`src/common/rvCore_config.svh`:
```
`ifndef RV_CORE_CONFIG_SVH
`define RV_CORE_CONFIG_SVH

// Data, address and instruction width
`define RV_XLEN 32

// First fetch address after reset
`define RV_RESET_PC 32'h0000_0000

// Register index width, 32 registers
`define RV_REG_BITS 5

// Instruction field positions
`define RV_OPC_LSB 0
`define RV_RD_LSB 7
`define RV_F3_LSB 12
`define RV_RS1_LSB 15
`define RV_RS2_LSB 20
`define RV_F7_LSB 25

`endif

```
`src/common/rvCorePkg.sv`:
```
`default_nettype none

`include "rvCore_config.svh"

package rvCorePkg;

	typedef logic [`RV_XLEN-1:0] wordT;
	typedef logic [`RV_REG_BITS-1:0] regIdxT;

	// Major opcodes of the supported subset
	typedef enum logic [6:0] {
		OP     = 7'b0110011,
		OP_IMM = 7'b0010011,
		LOAD   = 7'b0000011,
		STORE  = 7'b0100011,
		BRANCH = 7'b1100011,
		LUI    = 7'b0110111,
		JAL    = 7'b1101111
	} opcodeT;

	typedef enum logic [3:0] {
		ADD,
		SUB,
		AND,
		OR,
		XOR,
		SLT,
		SLL,
		SRL,
		SRA,
		PASS_B
	} aluOpT;

	typedef enum logic [2:0] {
		NONE,
		EQ,
		NE,
		LT,
		GE,
		ALWAYS
	} branchCondT;

	typedef enum logic [1:0] {
		ALU,
		MEM,
		LINK
	} wbSelT;

endpackage

`default_nettype wire

```
`src/source/instrDecoder.sv`:
```
`default_nettype none

`include "rvCore_config.svh"

module instrDecoder (
	input rvCorePkg::wordT instr,
	output rvCorePkg::regIdxT rs1,
	output rvCorePkg::regIdxT rs2,
	output rvCorePkg::regIdxT rd,
	output rvCorePkg::wordT imm,
	output rvCorePkg::aluOpT aluOp,
	output logic useImm,
	output logic regWrite,
	output logic memWrite,
	output logic isLoad,
	output rvCorePkg::branchCondT branchCond,
	output rvCorePkg::wbSelT wbSel,
	output logic readsRs1,
	output logic readsRs2
);
	import rvCorePkg::*;

	opcodeT opcode;
	logic [2:0] funct3;
	logic [6:0] funct7;
	wordT immI;
	wordT immS;
	wordT immB;
	wordT immU;
	wordT immJ;

	assign opcode = opcodeT'(instr[`RV_OPC_LSB +: 7]);
	assign funct3 = instr[`RV_F3_LSB +: 3];
	assign funct7 = instr[`RV_F7_LSB +: 7];
	assign rs1 = instr[`RV_RS1_LSB +: `RV_REG_BITS];
	assign rs2 = instr[`RV_RS2_LSB +: `RV_REG_BITS];
	assign rd = instr[`RV_RD_LSB +: `RV_REG_BITS];

	// Sign-extended immediates per format
	assign immI = {{20{instr[31]}}, instr[31:20]};
	assign immS = {{20{instr[31]}}, instr[31:25], instr[11:7]};
	assign immB = {{19{instr[31]}}, instr[31], instr[7], instr[30:25], instr[11:8], 1'b0};
	assign immU = {instr[31:12], 12'b0};
	assign immJ = {{11{instr[31]}}, instr[31], instr[19:12], instr[20], instr[30:21], 1'b0};

	always_comb begin
		// Anything not matched below stays a no-op
		imm = immI;
		aluOp = ADD;
		useImm = 1'b0;
		regWrite = 1'b0;
		memWrite = 1'b0;
		isLoad = 1'b0;
		branchCond = NONE;
		wbSel = ALU;
		readsRs1 = 1'b0;
		readsRs2 = 1'b0;
		case (opcode)
			OP: begin
				readsRs1 = 1'b1;
				readsRs2 = 1'b1;
				regWrite = 1'b1;
				case ({funct7, funct3})
					{7'h00, 3'h0}: aluOp = ADD;
					{7'h20, 3'h0}: aluOp = SUB;
					{7'h00, 3'h1}: aluOp = SLL;
					{7'h00, 3'h2}: aluOp = SLT;
					{7'h00, 3'h4}: aluOp = XOR;
					{7'h00, 3'h5}: aluOp = SRL;
					{7'h20, 3'h5}: aluOp = SRA;
					{7'h00, 3'h6}: aluOp = OR;
					{7'h00, 3'h7}: aluOp = AND;
					default: begin
						readsRs1 = 1'b0;
						readsRs2 = 1'b0;
						regWrite = 1'b0;
					end
				endcase
			end
			OP_IMM: begin
				readsRs1 = 1'b1;
				useImm = 1'b1;
				regWrite = 1'b1;
				case (funct3)
					3'h0: aluOp = ADD;
					3'h2: aluOp = SLT;
					3'h4: aluOp = XOR;
					3'h6: aluOp = OR;
					3'h7: aluOp = AND;
					default: begin
						readsRs1 = 1'b0;
						regWrite = 1'b0;
					end
				endcase
			end
			LOAD: begin
				// Word loads only
				if (funct3 == 3'h2) begin
					readsRs1 = 1'b1;
					useImm = 1'b1;
					regWrite = 1'b1;
					isLoad = 1'b1;
					wbSel = MEM;
				end
			end
			STORE: begin
				if (funct3 == 3'h2) begin
					imm = immS;
					readsRs1 = 1'b1;
					readsRs2 = 1'b1;
					useImm = 1'b1;
					memWrite = 1'b1;
				end
			end
			BRANCH: begin
				imm = immB;
				readsRs1 = 1'b1;
				readsRs2 = 1'b1;
				case (funct3)
					3'h0: branchCond = EQ;
					3'h1: branchCond = NE;
					3'h4: branchCond = LT;
					3'h5: branchCond = GE;
					default: begin
						readsRs1 = 1'b0;
						readsRs2 = 1'b0;
					end
				endcase
			end
			LUI: begin
				imm = immU;
				useImm = 1'b1;
				aluOp = PASS_B;
				regWrite = 1'b1;
			end
			JAL: begin
				imm = immJ;
				branchCond = ALWAYS;
				regWrite = 1'b1;
				wbSel = LINK;
			end
			default: begin
			end
		endcase
	end

endmodule

`default_nettype wire

```
`src/source/regFile.sv`:
```
`default_nettype none

module regFile (
	input logic clk,
	input rvCorePkg::regIdxT rs1,
	input rvCorePkg::regIdxT rs2,
	input rvCorePkg::regIdxT rd,
	input logic writeEnable,
	input rvCorePkg::wordT writeData,
	output rvCorePkg::wordT rs1Data,
	output rvCorePkg::wordT rs2Data
);
	import rvCorePkg::*;

	// x0 has no storage
	wordT regs [1:31];

	function automatic wordT readPort(input regIdxT idx);
		if (idx == '0) begin
			return '0;
		end else if (writeEnable && idx == rd) begin
			// Same-cycle write shows through
			return writeData;
		end
		return regs[idx];
	endfunction

	always_ff @(posedge clk) begin
		if (writeEnable && rd != '0) begin
			regs[rd] <= writeData;
		end
	end

	always_comb begin
		rs1Data = readPort(rs1);
		rs2Data = readPort(rs2);
	end

endmodule

`default_nettype wire

```
`src/source/alu.sv`:
```
`default_nettype none

module alu (
	input rvCorePkg::aluOpT aluOp,
	input rvCorePkg::wordT a,
	input rvCorePkg::wordT b,
	input rvCorePkg::branchCondT branchCond,
	output rvCorePkg::wordT result,
	output logic branchTaken
);
	import rvCorePkg::*;

	logic signedLess;
	logic equal;
	logic [4:0] shamt;

	assign signedLess = $signed(a) < $signed(b);
	assign equal = a == b;
	assign shamt = b[4:0];

	always_comb begin
		case (aluOp)
			ADD: result = a + b;
			SUB: result = a - b;
			AND: result = a & b;
			OR: result = a | b;
			XOR: result = a ^ b;
			SLT: result = wordT'(signedLess);
			SLL: result = a << shamt;
			SRL: result = a >> shamt;
			SRA: result = wordT'($signed(a) >>> shamt);
			PASS_B: result = b;
			default: result = '0;
		endcase
	end

	// Compares the register operands directly
	always_comb begin
		case (branchCond)
			EQ: branchTaken = equal;
			NE: branchTaken = !equal;
			LT: branchTaken = signedLess;
			GE: branchTaken = !signedLess;
			ALWAYS: branchTaken = 1'b1;
			default: branchTaken = 1'b0;
		endcase
	end

endmodule

`default_nettype wire

```
`src/source/hazardUnit.sv`:
```
`default_nettype none

module hazardUnit (
	input rvCorePkg::regIdxT idRs1,
	input rvCorePkg::regIdxT idRs2,
	input rvCorePkg::regIdxT exRs1,
	input rvCorePkg::regIdxT exRs2,
	input rvCorePkg::regIdxT exRd,
	input rvCorePkg::regIdxT memRd,
	input rvCorePkg::regIdxT wbRd,
	input logic idReadsRs1,
	input logic idReadsRs2,
	input logic exValidLoad,
	input logic memRegWrite,
	input logic wbRegWrite,
	input logic redirect,
	output logic [1:0] fwdA,
	output logic [1:0] fwdB,
	output logic stall,
	output logic flush
);
	import rvCorePkg::*;

	logic loadUse;

	// 2'b10 takes the EX/MEM result, 2'b01 the writeback value
	function automatic logic [1:0] forwardSelect(
		input regIdxT src,
		input regIdxT memDest,
		input logic memWrites,
		input regIdxT wbDest,
		input logic wbWrites
	);
		if (memWrites && memDest != '0 && memDest == src) begin
			return 2'b10;
		end else if (wbWrites && wbDest != '0 && wbDest == src) begin
			return 2'b01;
		end
		return 2'b00;
	endfunction

	assign fwdA = forwardSelect(exRs1, memRd, memRegWrite, wbRd, wbRegWrite);
	assign fwdB = forwardSelect(exRs2, memRd, memRegWrite, wbRd, wbRegWrite);

	assign loadUse = exValidLoad && exRd != '0
		&& ((idReadsRs1 && idRs1 == exRd) || (idReadsRs2 && idRs2 == exRd));

	// Redirect kills the stalled instruction anyway
	assign flush = redirect;
	assign stall = loadUse && !redirect;

endmodule

`default_nettype wire

```
`src/source/rvCore.sv`:
```
`default_nettype none

`include "rvCore_config.svh"

module rvCore (
	input logic clk,
	input logic reset,
	output rvCorePkg::wordT instrAddr,
	input rvCorePkg::wordT instrData,
	output rvCorePkg::wordT dataAddr,
	output rvCorePkg::wordT dataWriteData,
	output logic dataWrite,
	input rvCorePkg::wordT dataReadData
);
	import rvCorePkg::*;

	wordT pc;
	logic ifIdValid;
	wordT ifIdPc;
	wordT ifIdInstr;

	regIdxT decRs1;
	regIdxT decRs2;
	regIdxT decRd;
	wordT decImm;
	aluOpT decAluOp;
	logic decUseImm;
	logic decRegWrite;
	logic decMemWrite;
	logic decIsLoad;
	branchCondT decBranchCond;
	wbSelT decWbSel;
	logic decReadsRs1;
	logic decReadsRs2;
	wordT rs1Data;
	wordT rs2Data;

	logic idExValid;
	wordT idExPc;
	regIdxT idExRs1;
	regIdxT idExRs2;
	regIdxT idExRd;
	wordT idExRs1Data;
	wordT idExRs2Data;
	wordT idExImm;
	aluOpT idExAluOp;
	logic idExUseImm;
	logic idExRegWrite;
	logic idExMemWrite;
	logic idExIsLoad;
	branchCondT idExBranchCond;
	wbSelT idExWbSel;

	logic [1:0] fwdA;
	logic [1:0] fwdB;
	wordT opA;
	wordT opB;
	wordT aluB;
	wordT aluResult;
	logic branchTaken;
	logic redirect;
	wordT branchTarget;
	logic stall;
	logic flush;

	logic exMemValid;
	regIdxT exMemRd;
	wordT exMemAlu;
	wordT exMemLink;
	wordT exMemStoreData;
	logic exMemRegWrite;
	logic exMemMemWrite;
	wbSelT exMemWbSel;
	logic memRegWrite;

	logic memWbValid;
	regIdxT memWbRd;
	wordT memWbAlu;
	wordT memWbLoad;
	wordT memWbLink;
	logic memWbRegWrite;
	wbSelT memWbWbSel;
	logic wbRegWrite;
	wordT wbData;

	function automatic wordT forwardMux(
		input logic [1:0] sel,
		input wordT regVal,
		input wordT memVal,
		input wordT wbVal
	);
		case (sel)
			2'b10: return memVal;
			2'b01: return wbVal;
			default: return regVal;
		endcase
	endfunction

	// Fetch
	assign instrAddr = pc;

	always_ff @(posedge clk) begin
		if (reset) begin
			pc <= `RV_RESET_PC;
		end else if (redirect) begin
			pc <= branchTarget;
		end else if (!stall) begin
			pc <= pc + 32'd4;
		end
	end

	always_ff @(posedge clk) begin
		if (reset || flush) begin
			ifIdValid <= 1'b0;
		end else if (!stall) begin
			ifIdValid <= 1'b1;
		end
		if (!stall) begin
			ifIdPc <= pc;
			ifIdInstr <= instrData;
		end
	end

	// Decode
	instrDecoder i_instrDecoder (
		.instr(ifIdInstr),
		.rs1(decRs1),
		.rs2(decRs2),
		.rd(decRd),
		.imm(decImm),
		.aluOp(decAluOp),
		.useImm(decUseImm),
		.regWrite(decRegWrite),
		.memWrite(decMemWrite),
		.isLoad(decIsLoad),
		.branchCond(decBranchCond),
		.wbSel(decWbSel),
		.readsRs1(decReadsRs1),
		.readsRs2(decReadsRs2)
	);

	regFile i_regFile (
		.clk(clk),
		.rs1(decRs1),
		.rs2(decRs2),
		.rd(memWbRd),
		.writeEnable(wbRegWrite),
		.writeData(wbData),
		.rs1Data(rs1Data),
		.rs2Data(rs2Data)
	);

	always_ff @(posedge clk) begin
		// Stall inserts a bubble here
		if (reset || flush || stall) begin
			idExValid <= 1'b0;
		end else begin
			idExValid <= ifIdValid;
		end
		idExPc <= ifIdPc;
		idExRs1 <= decRs1;
		idExRs2 <= decRs2;
		idExRd <= decRd;
		idExRs1Data <= rs1Data;
		idExRs2Data <= rs2Data;
		idExImm <= decImm;
		idExAluOp <= decAluOp;
		idExUseImm <= decUseImm;
		idExRegWrite <= decRegWrite;
		idExMemWrite <= decMemWrite;
		idExIsLoad <= decIsLoad;
		idExBranchCond <= decBranchCond;
		idExWbSel <= decWbSel;
	end

	// Execute
	// Loads and JAL never have a valid consumer here while in memory
	assign opA = forwardMux(fwdA, idExRs1Data, exMemAlu, wbData);
	assign opB = forwardMux(fwdB, idExRs2Data, exMemAlu, wbData);
	assign aluB = idExUseImm ? idExImm : opB;
	assign branchTarget = idExPc + idExImm;
	assign redirect = idExValid && branchTaken;

	alu i_alu (
		.aluOp(idExAluOp),
		.a(opA),
		.b(aluB),
		.branchCond(idExBranchCond),
		.result(aluResult),
		.branchTaken(branchTaken)
	);

	hazardUnit i_hazardUnit (
		.idRs1(decRs1),
		.idRs2(decRs2),
		.exRs1(idExRs1),
		.exRs2(idExRs2),
		.exRd(idExRd),
		.memRd(exMemRd),
		.wbRd(memWbRd),
		.idReadsRs1(decReadsRs1),
		.idReadsRs2(decReadsRs2),
		.exValidLoad(idExValid && idExIsLoad),
		.memRegWrite(memRegWrite),
		.wbRegWrite(wbRegWrite),
		.redirect(redirect),
		.fwdA(fwdA),
		.fwdB(fwdB),
		.stall(stall),
		.flush(flush)
	);

	always_ff @(posedge clk) begin
		if (reset) begin
			exMemValid <= 1'b0;
		end else begin
			exMemValid <= idExValid;
		end
		exMemRd <= idExRd;
		exMemAlu <= aluResult;
		exMemLink <= idExPc + 32'd4;
		exMemStoreData <= opB;
		exMemRegWrite <= idExRegWrite;
		exMemMemWrite <= idExMemWrite;
		exMemWbSel <= idExWbSel;
	end

	// Memory
	assign dataAddr = exMemAlu;
	assign dataWriteData = exMemStoreData;
	assign dataWrite = exMemValid && exMemMemWrite;
	assign memRegWrite = exMemValid && exMemRegWrite;

	always_ff @(posedge clk) begin
		if (reset) begin
			memWbValid <= 1'b0;
		end else begin
			memWbValid <= exMemValid;
		end
		memWbRd <= exMemRd;
		memWbAlu <= exMemAlu;
		memWbLoad <= dataReadData;
		memWbLink <= exMemLink;
		memWbRegWrite <= exMemRegWrite;
		memWbWbSel <= exMemWbSel;
	end

	// Writeback
	assign wbRegWrite = memWbValid && memWbRegWrite;

	always_comb begin
		case (memWbWbSel)
			MEM: wbData = memWbLoad;
			LINK: wbData = memWbLink;
			default: wbData = memWbAlu;
		endcase
	end

endmodule

`default_nettype wire

```
`config.mk`:
```
export PLATFORM = sky130hd
export DESIGN_NAME = rvCore
export DESIGN_NICKNAME = d
export VERILOG_FILES = /design/src/common/rvCorePkg.sv /design/src/source/instrDecoder.sv /design/src/source/regFile.sv /design/src/source/alu.sv /design/src/source/hazardUnit.sv /design/src/source/rvCore.sv
export VERILOG_INCLUDE_DIRS = /design/src /design/src/common
export SDC_FILE = /design/constraint.sdc
export NUM_CORES = 2
export LEC_CHECK = 0
export ABC_AREA = 1
export BUFFER_PORTS_ARGS = -buffer_cell sky130_fd_sc_hd__buf_2
export CORE_UTILIZATION = 30
export CTS_BUF_LIST = sky130_fd_sc_hd__clkbuf_16
export CTS_CLUSTER_DIAMETER = 50
export DETAILED_ROUTE_END_ITERATION = 10
export GPL_TIMING_DRIVEN = 0
export PLACE_DENSITY = 0.43
export SLEW_MARGIN = 25
export SYNTH_ARGS = -nofsm -noshare
export SYNTH_HDL_FRONTEND = slang
export SYNTH_SLANG_ARGS = --single-unit
```
`constraint.sdc`:
```
create_clock -name clk -period 7.4 [get_ports clk]
set_clock_uncertainty 0.15 [all_clocks]
set_input_delay 0.74 -clock clk [delete_from_list [all_inputs] [get_ports clk]]
set_output_delay 0.74 -clock clk [all_outputs]
set_load 0.005 [all_outputs]
```
==> out/results.txt <==
largest family of logic cells by synthesized area: compound AO/OA/AOI/OAI gates
Global Route Usage Sum: 43.9%
total gr overflow: 0
Inserted Clock Buffers: 221
XOR/XNOR Fraction of Synth Area: 1.27%
post-route ant nets: 0
Avg WL per Cell: 44.9 µm
clock latency on the worst-skew pair: 0.93 ns
YS warnings: 0
RSZ-0062 raised after global routing: false
initial antenna violation count: 134
sw power: 10.4 mW
Distinct cells, synth: 69
dpl hpwl: 443 mm
status: finished clean
MaxCap Viol Count: 0
critical path startpoint category: flop
mux share of post-synthesis cell area: 0%
Vias/cell: 6.28
met1 usage: 57.2%
Peak VDD IR: 0.000228 V
ys flop type: edfxtp_1
die area: 253000 µm²
share of power burned in registers: 36.7%
Slew headroom: 9.38%
combinational power share: 24.9%
synthesized flop and latch total: 1467
R2R Path Start: memWbWbSel[0]
hold-critical path depth: 0
Bufs on Longest Clock Path: 3
DIE WIDTH: 503 µm
DIE HEIGHT: 503 µm
via count of the first global-routing pass: 71900
final setup violating endpoints: 0
Adder-Cell Fraction of Synth Area: 2.27%
flop2flop setup slack: 0.17 ns
EDFF count, synth: 1056
Pwr Total: 27.9 mW
FP Rows: 183
worst slew pin tran: 1.35 ns
Post-Synth Simple-Gate Area: 15.0%
leak pwr: 36.0 nW
fill count: 25400
highest clock rate: 0.138 GHz
initial drt markers: 14800
Clock power frac: 38.3%
Final GP Congestion: 1.08
TritonCTS clock tree: built
synth-to-layout area growth: 25.2%
CP Launch Point: memWbWbSel[0]
H-tree lvl count: 4
utilization after layout: 37.9%
Final #Nets: 9342
Area contributors post-synth: edfxtp_1 42%, dfxtp_1 11%, o21ai_0 10%
R2R depth: 24
aggregate routed wire length: 572 mm
largest net degree at the start of global routing: 74
PD cells: 295 nW/µm²
Synth top area share: 42.0%
met2 usage: 59.9%
DRC viols: 0
CP Class: flop to flop
fraction of layout cells with a size suffix above 1: 14.3%
Vias: 80000
gr busiest metal: met2
met3 Resource Use GR: 18.5%
setup TNS: 0 ns
Switching Fraction: 37.2%
Post-Synthesis Cells: 8484
clk sinks: 1467
Boundary Pins: 163
IO Port Bufs: 162
Biggest register: i_regFile.regs
worst path arrival time: 7.76 ns
Req. time, crit path: 7.93 ns
net count of the mapped netlist: 8685
cell-internal power: 17.5 mW
Synth area leader: edfxtp_1
area fraction in compound gates after synthesis: 21.5%
cell area after synthesis: 75400 µm²
CP Capture Type: flop
first-pass GRT wire length: 723 mm
number of flip-flops in the largest register: 992
Post-synth ARST share: 0%
Critical Path End: dataAddr[18]
Final period util: 97.7%
leading cell type in the layout, fill and taps excluded: o21ai_0
Reg2Reg Capture Point: dataAddr[18]
clock root buffer master: clkbuf_16
syn_area_per_cell: 8.89 µm²
Core Footprint: 249000 µm²
post-synthesis sequential area ratio: 52.9%
clock-pin slew on the worst setup and hold paths: 0.06 ns
Tmin final: 7.23 ns
endpoints failing hold: 0
DR pass1 iterations: 8
CP max FO: 17
most frequent cells in the layout: 1544 x o21ai_0, 1056 x edfxtp_1, 826 x nand2_1, 731 x inv_1, 715 x nor2_1
Pins Over Slew Limit: 0
Initial Utilization: 30.3%
hold crit path type: flop to flop
[cells by family (layout without fill, tap and decap cells)]
family / count (synthesis) / after routing
flip-flops: 1467 / 1467
AO/OA/AOI/OAI: 2889 / 2889
adder cells (fa/ha/maj): 135 / 135
other: 0 / 83
AND/OR/NAND/NOR: 2542 / 2542
XOR/XNOR: 109 / 109
buffers and inverters: 1342 / 2187
[through the flow]
stage | hold WS, ns | instances | area, µm² | setup WS (ns)
after floorplan | 0.160 | 8484 | 75400 | 1.42
after global placement | 0.162 | 12000 | 80400 | -5.06
after detailed placement | 0.162 | 12200 | 86100 | -1.03
after CTS | 0.167 | 12700 | 94200 | 0.156
after global routing | 0.183 | 12700 | 94300 | 0.0607
final | 0.171 | 12700 | 94500 | 0.173
[area by class of cell]
type,instances,area (µm²),share of cell area [%]
Clock inverter,190,1890,2.01
Inverter,761,2880,3.05
Clock buffer,221,5530,5.86
Antenna cell,83,208,0.220
Buffer,581,2800,2.96
Tap cell,3330,4170,4.41
Timing Repair Buffer,434,6460,6.84
Multi-Input combinational cell,5675,30600,32.4
Sequential cell,1467,39900,42.3
[layer usage]
metal  wire (µm)  up-vias
met3       77900     1581
met4       39000       22
li1            -    31800
met1      230000    40200
met5         158        -
met2      225000     6522
[worst min path at each step]
stage                        startpoint       endpoint  slack [ns]
after floorplan            idExMemWrite  exMemMemWrite        0.16
after global placement    exMemLink[10]  memWbLink[10]        0.16
after detailed placement   exMemLink[9]   memWbLink[9]        0.16
after CTS                  exMemLink[7]   memWbLink[7]        0.17
after global routing       exMemLink[9]   memWbLink[9]        0.18
final                      exMemLink[7]   memWbLink[7]        0.17
[cells in the mapped netlist, types with 11 or more instances]
library cell  instances
xnor2_1              38
nand3b_1             20
nor2_1              746
buf_4                19
inv_2                25
inv_1               731
a22o_1               32
o211ai_1            177
nand2_1             826
o2111ai_1            11
a221oi_1             15
clkbuf_1            438
nor3_1               39
or2_2                65
nand2_2              15
dfxtp_1             411
buf_6                16
o22ai_1             100
o21a_1               18
o21ai_0            1582
nand3_1             702
nor4_1               29
edfxtp_1           1056
xor2_1               71
a21oi_1             660
nand4_1              33
buf_2                64
nand3_2              17
buf_1                42
a31oi_1              11
o21ai_1              38
ha_1                132
o221ai_1            201
[critical path: stages (launching register included)]
cell and delay (ns):
dfxtp_1 0.33, inv_1 0.05, ha_1 0.25, buf_2 0.21, buf_2 0.20, a22o_1 0.27, o21ai_0 0.57, inv_2 0.45
o221ai_1 0.67, nand2_1 0.14, o21ai_2 0.26, inv_1 0.10, ha_1 0.43, inv_1 0.15, o21ai_0 0.37, a21oi_1 0.16
o21ai_0 0.56, a21oi_1 0.23, inv_1 0.15, a21oi_1 0.10, or2_2 0.29, nand3_1 0.09, o211ai_1 0.13, a21oi_1 0.52
nand4_1 0.16
[power by group through the flow]
stage | sequential, mW | clock, mW | combinational, mW
final | 10.2 | 10.7 | 6.96
after global routing | 10.2 | 11.0 | 6.93
after CTS | 10.2 | 10.7 | 6.56
after detailed placement | 10.4 | 0 | 6.51
after global placement | 10.5 | 0 | 5.86
after floorplan | 10.0 | 0 | 2.47
[what timing repair did]
action                                  4_1_cts  5_1_grt
gates resized for setup                       7        7
gates cloned                                  0        0
endpoints found under the setup margin      108       74
endpoints found under the hold margin        79        0
hold buffers                                 65        0
pin swaps                                     1        0
buffers inserted                              1        0
(Power assumes the default switching activity.)
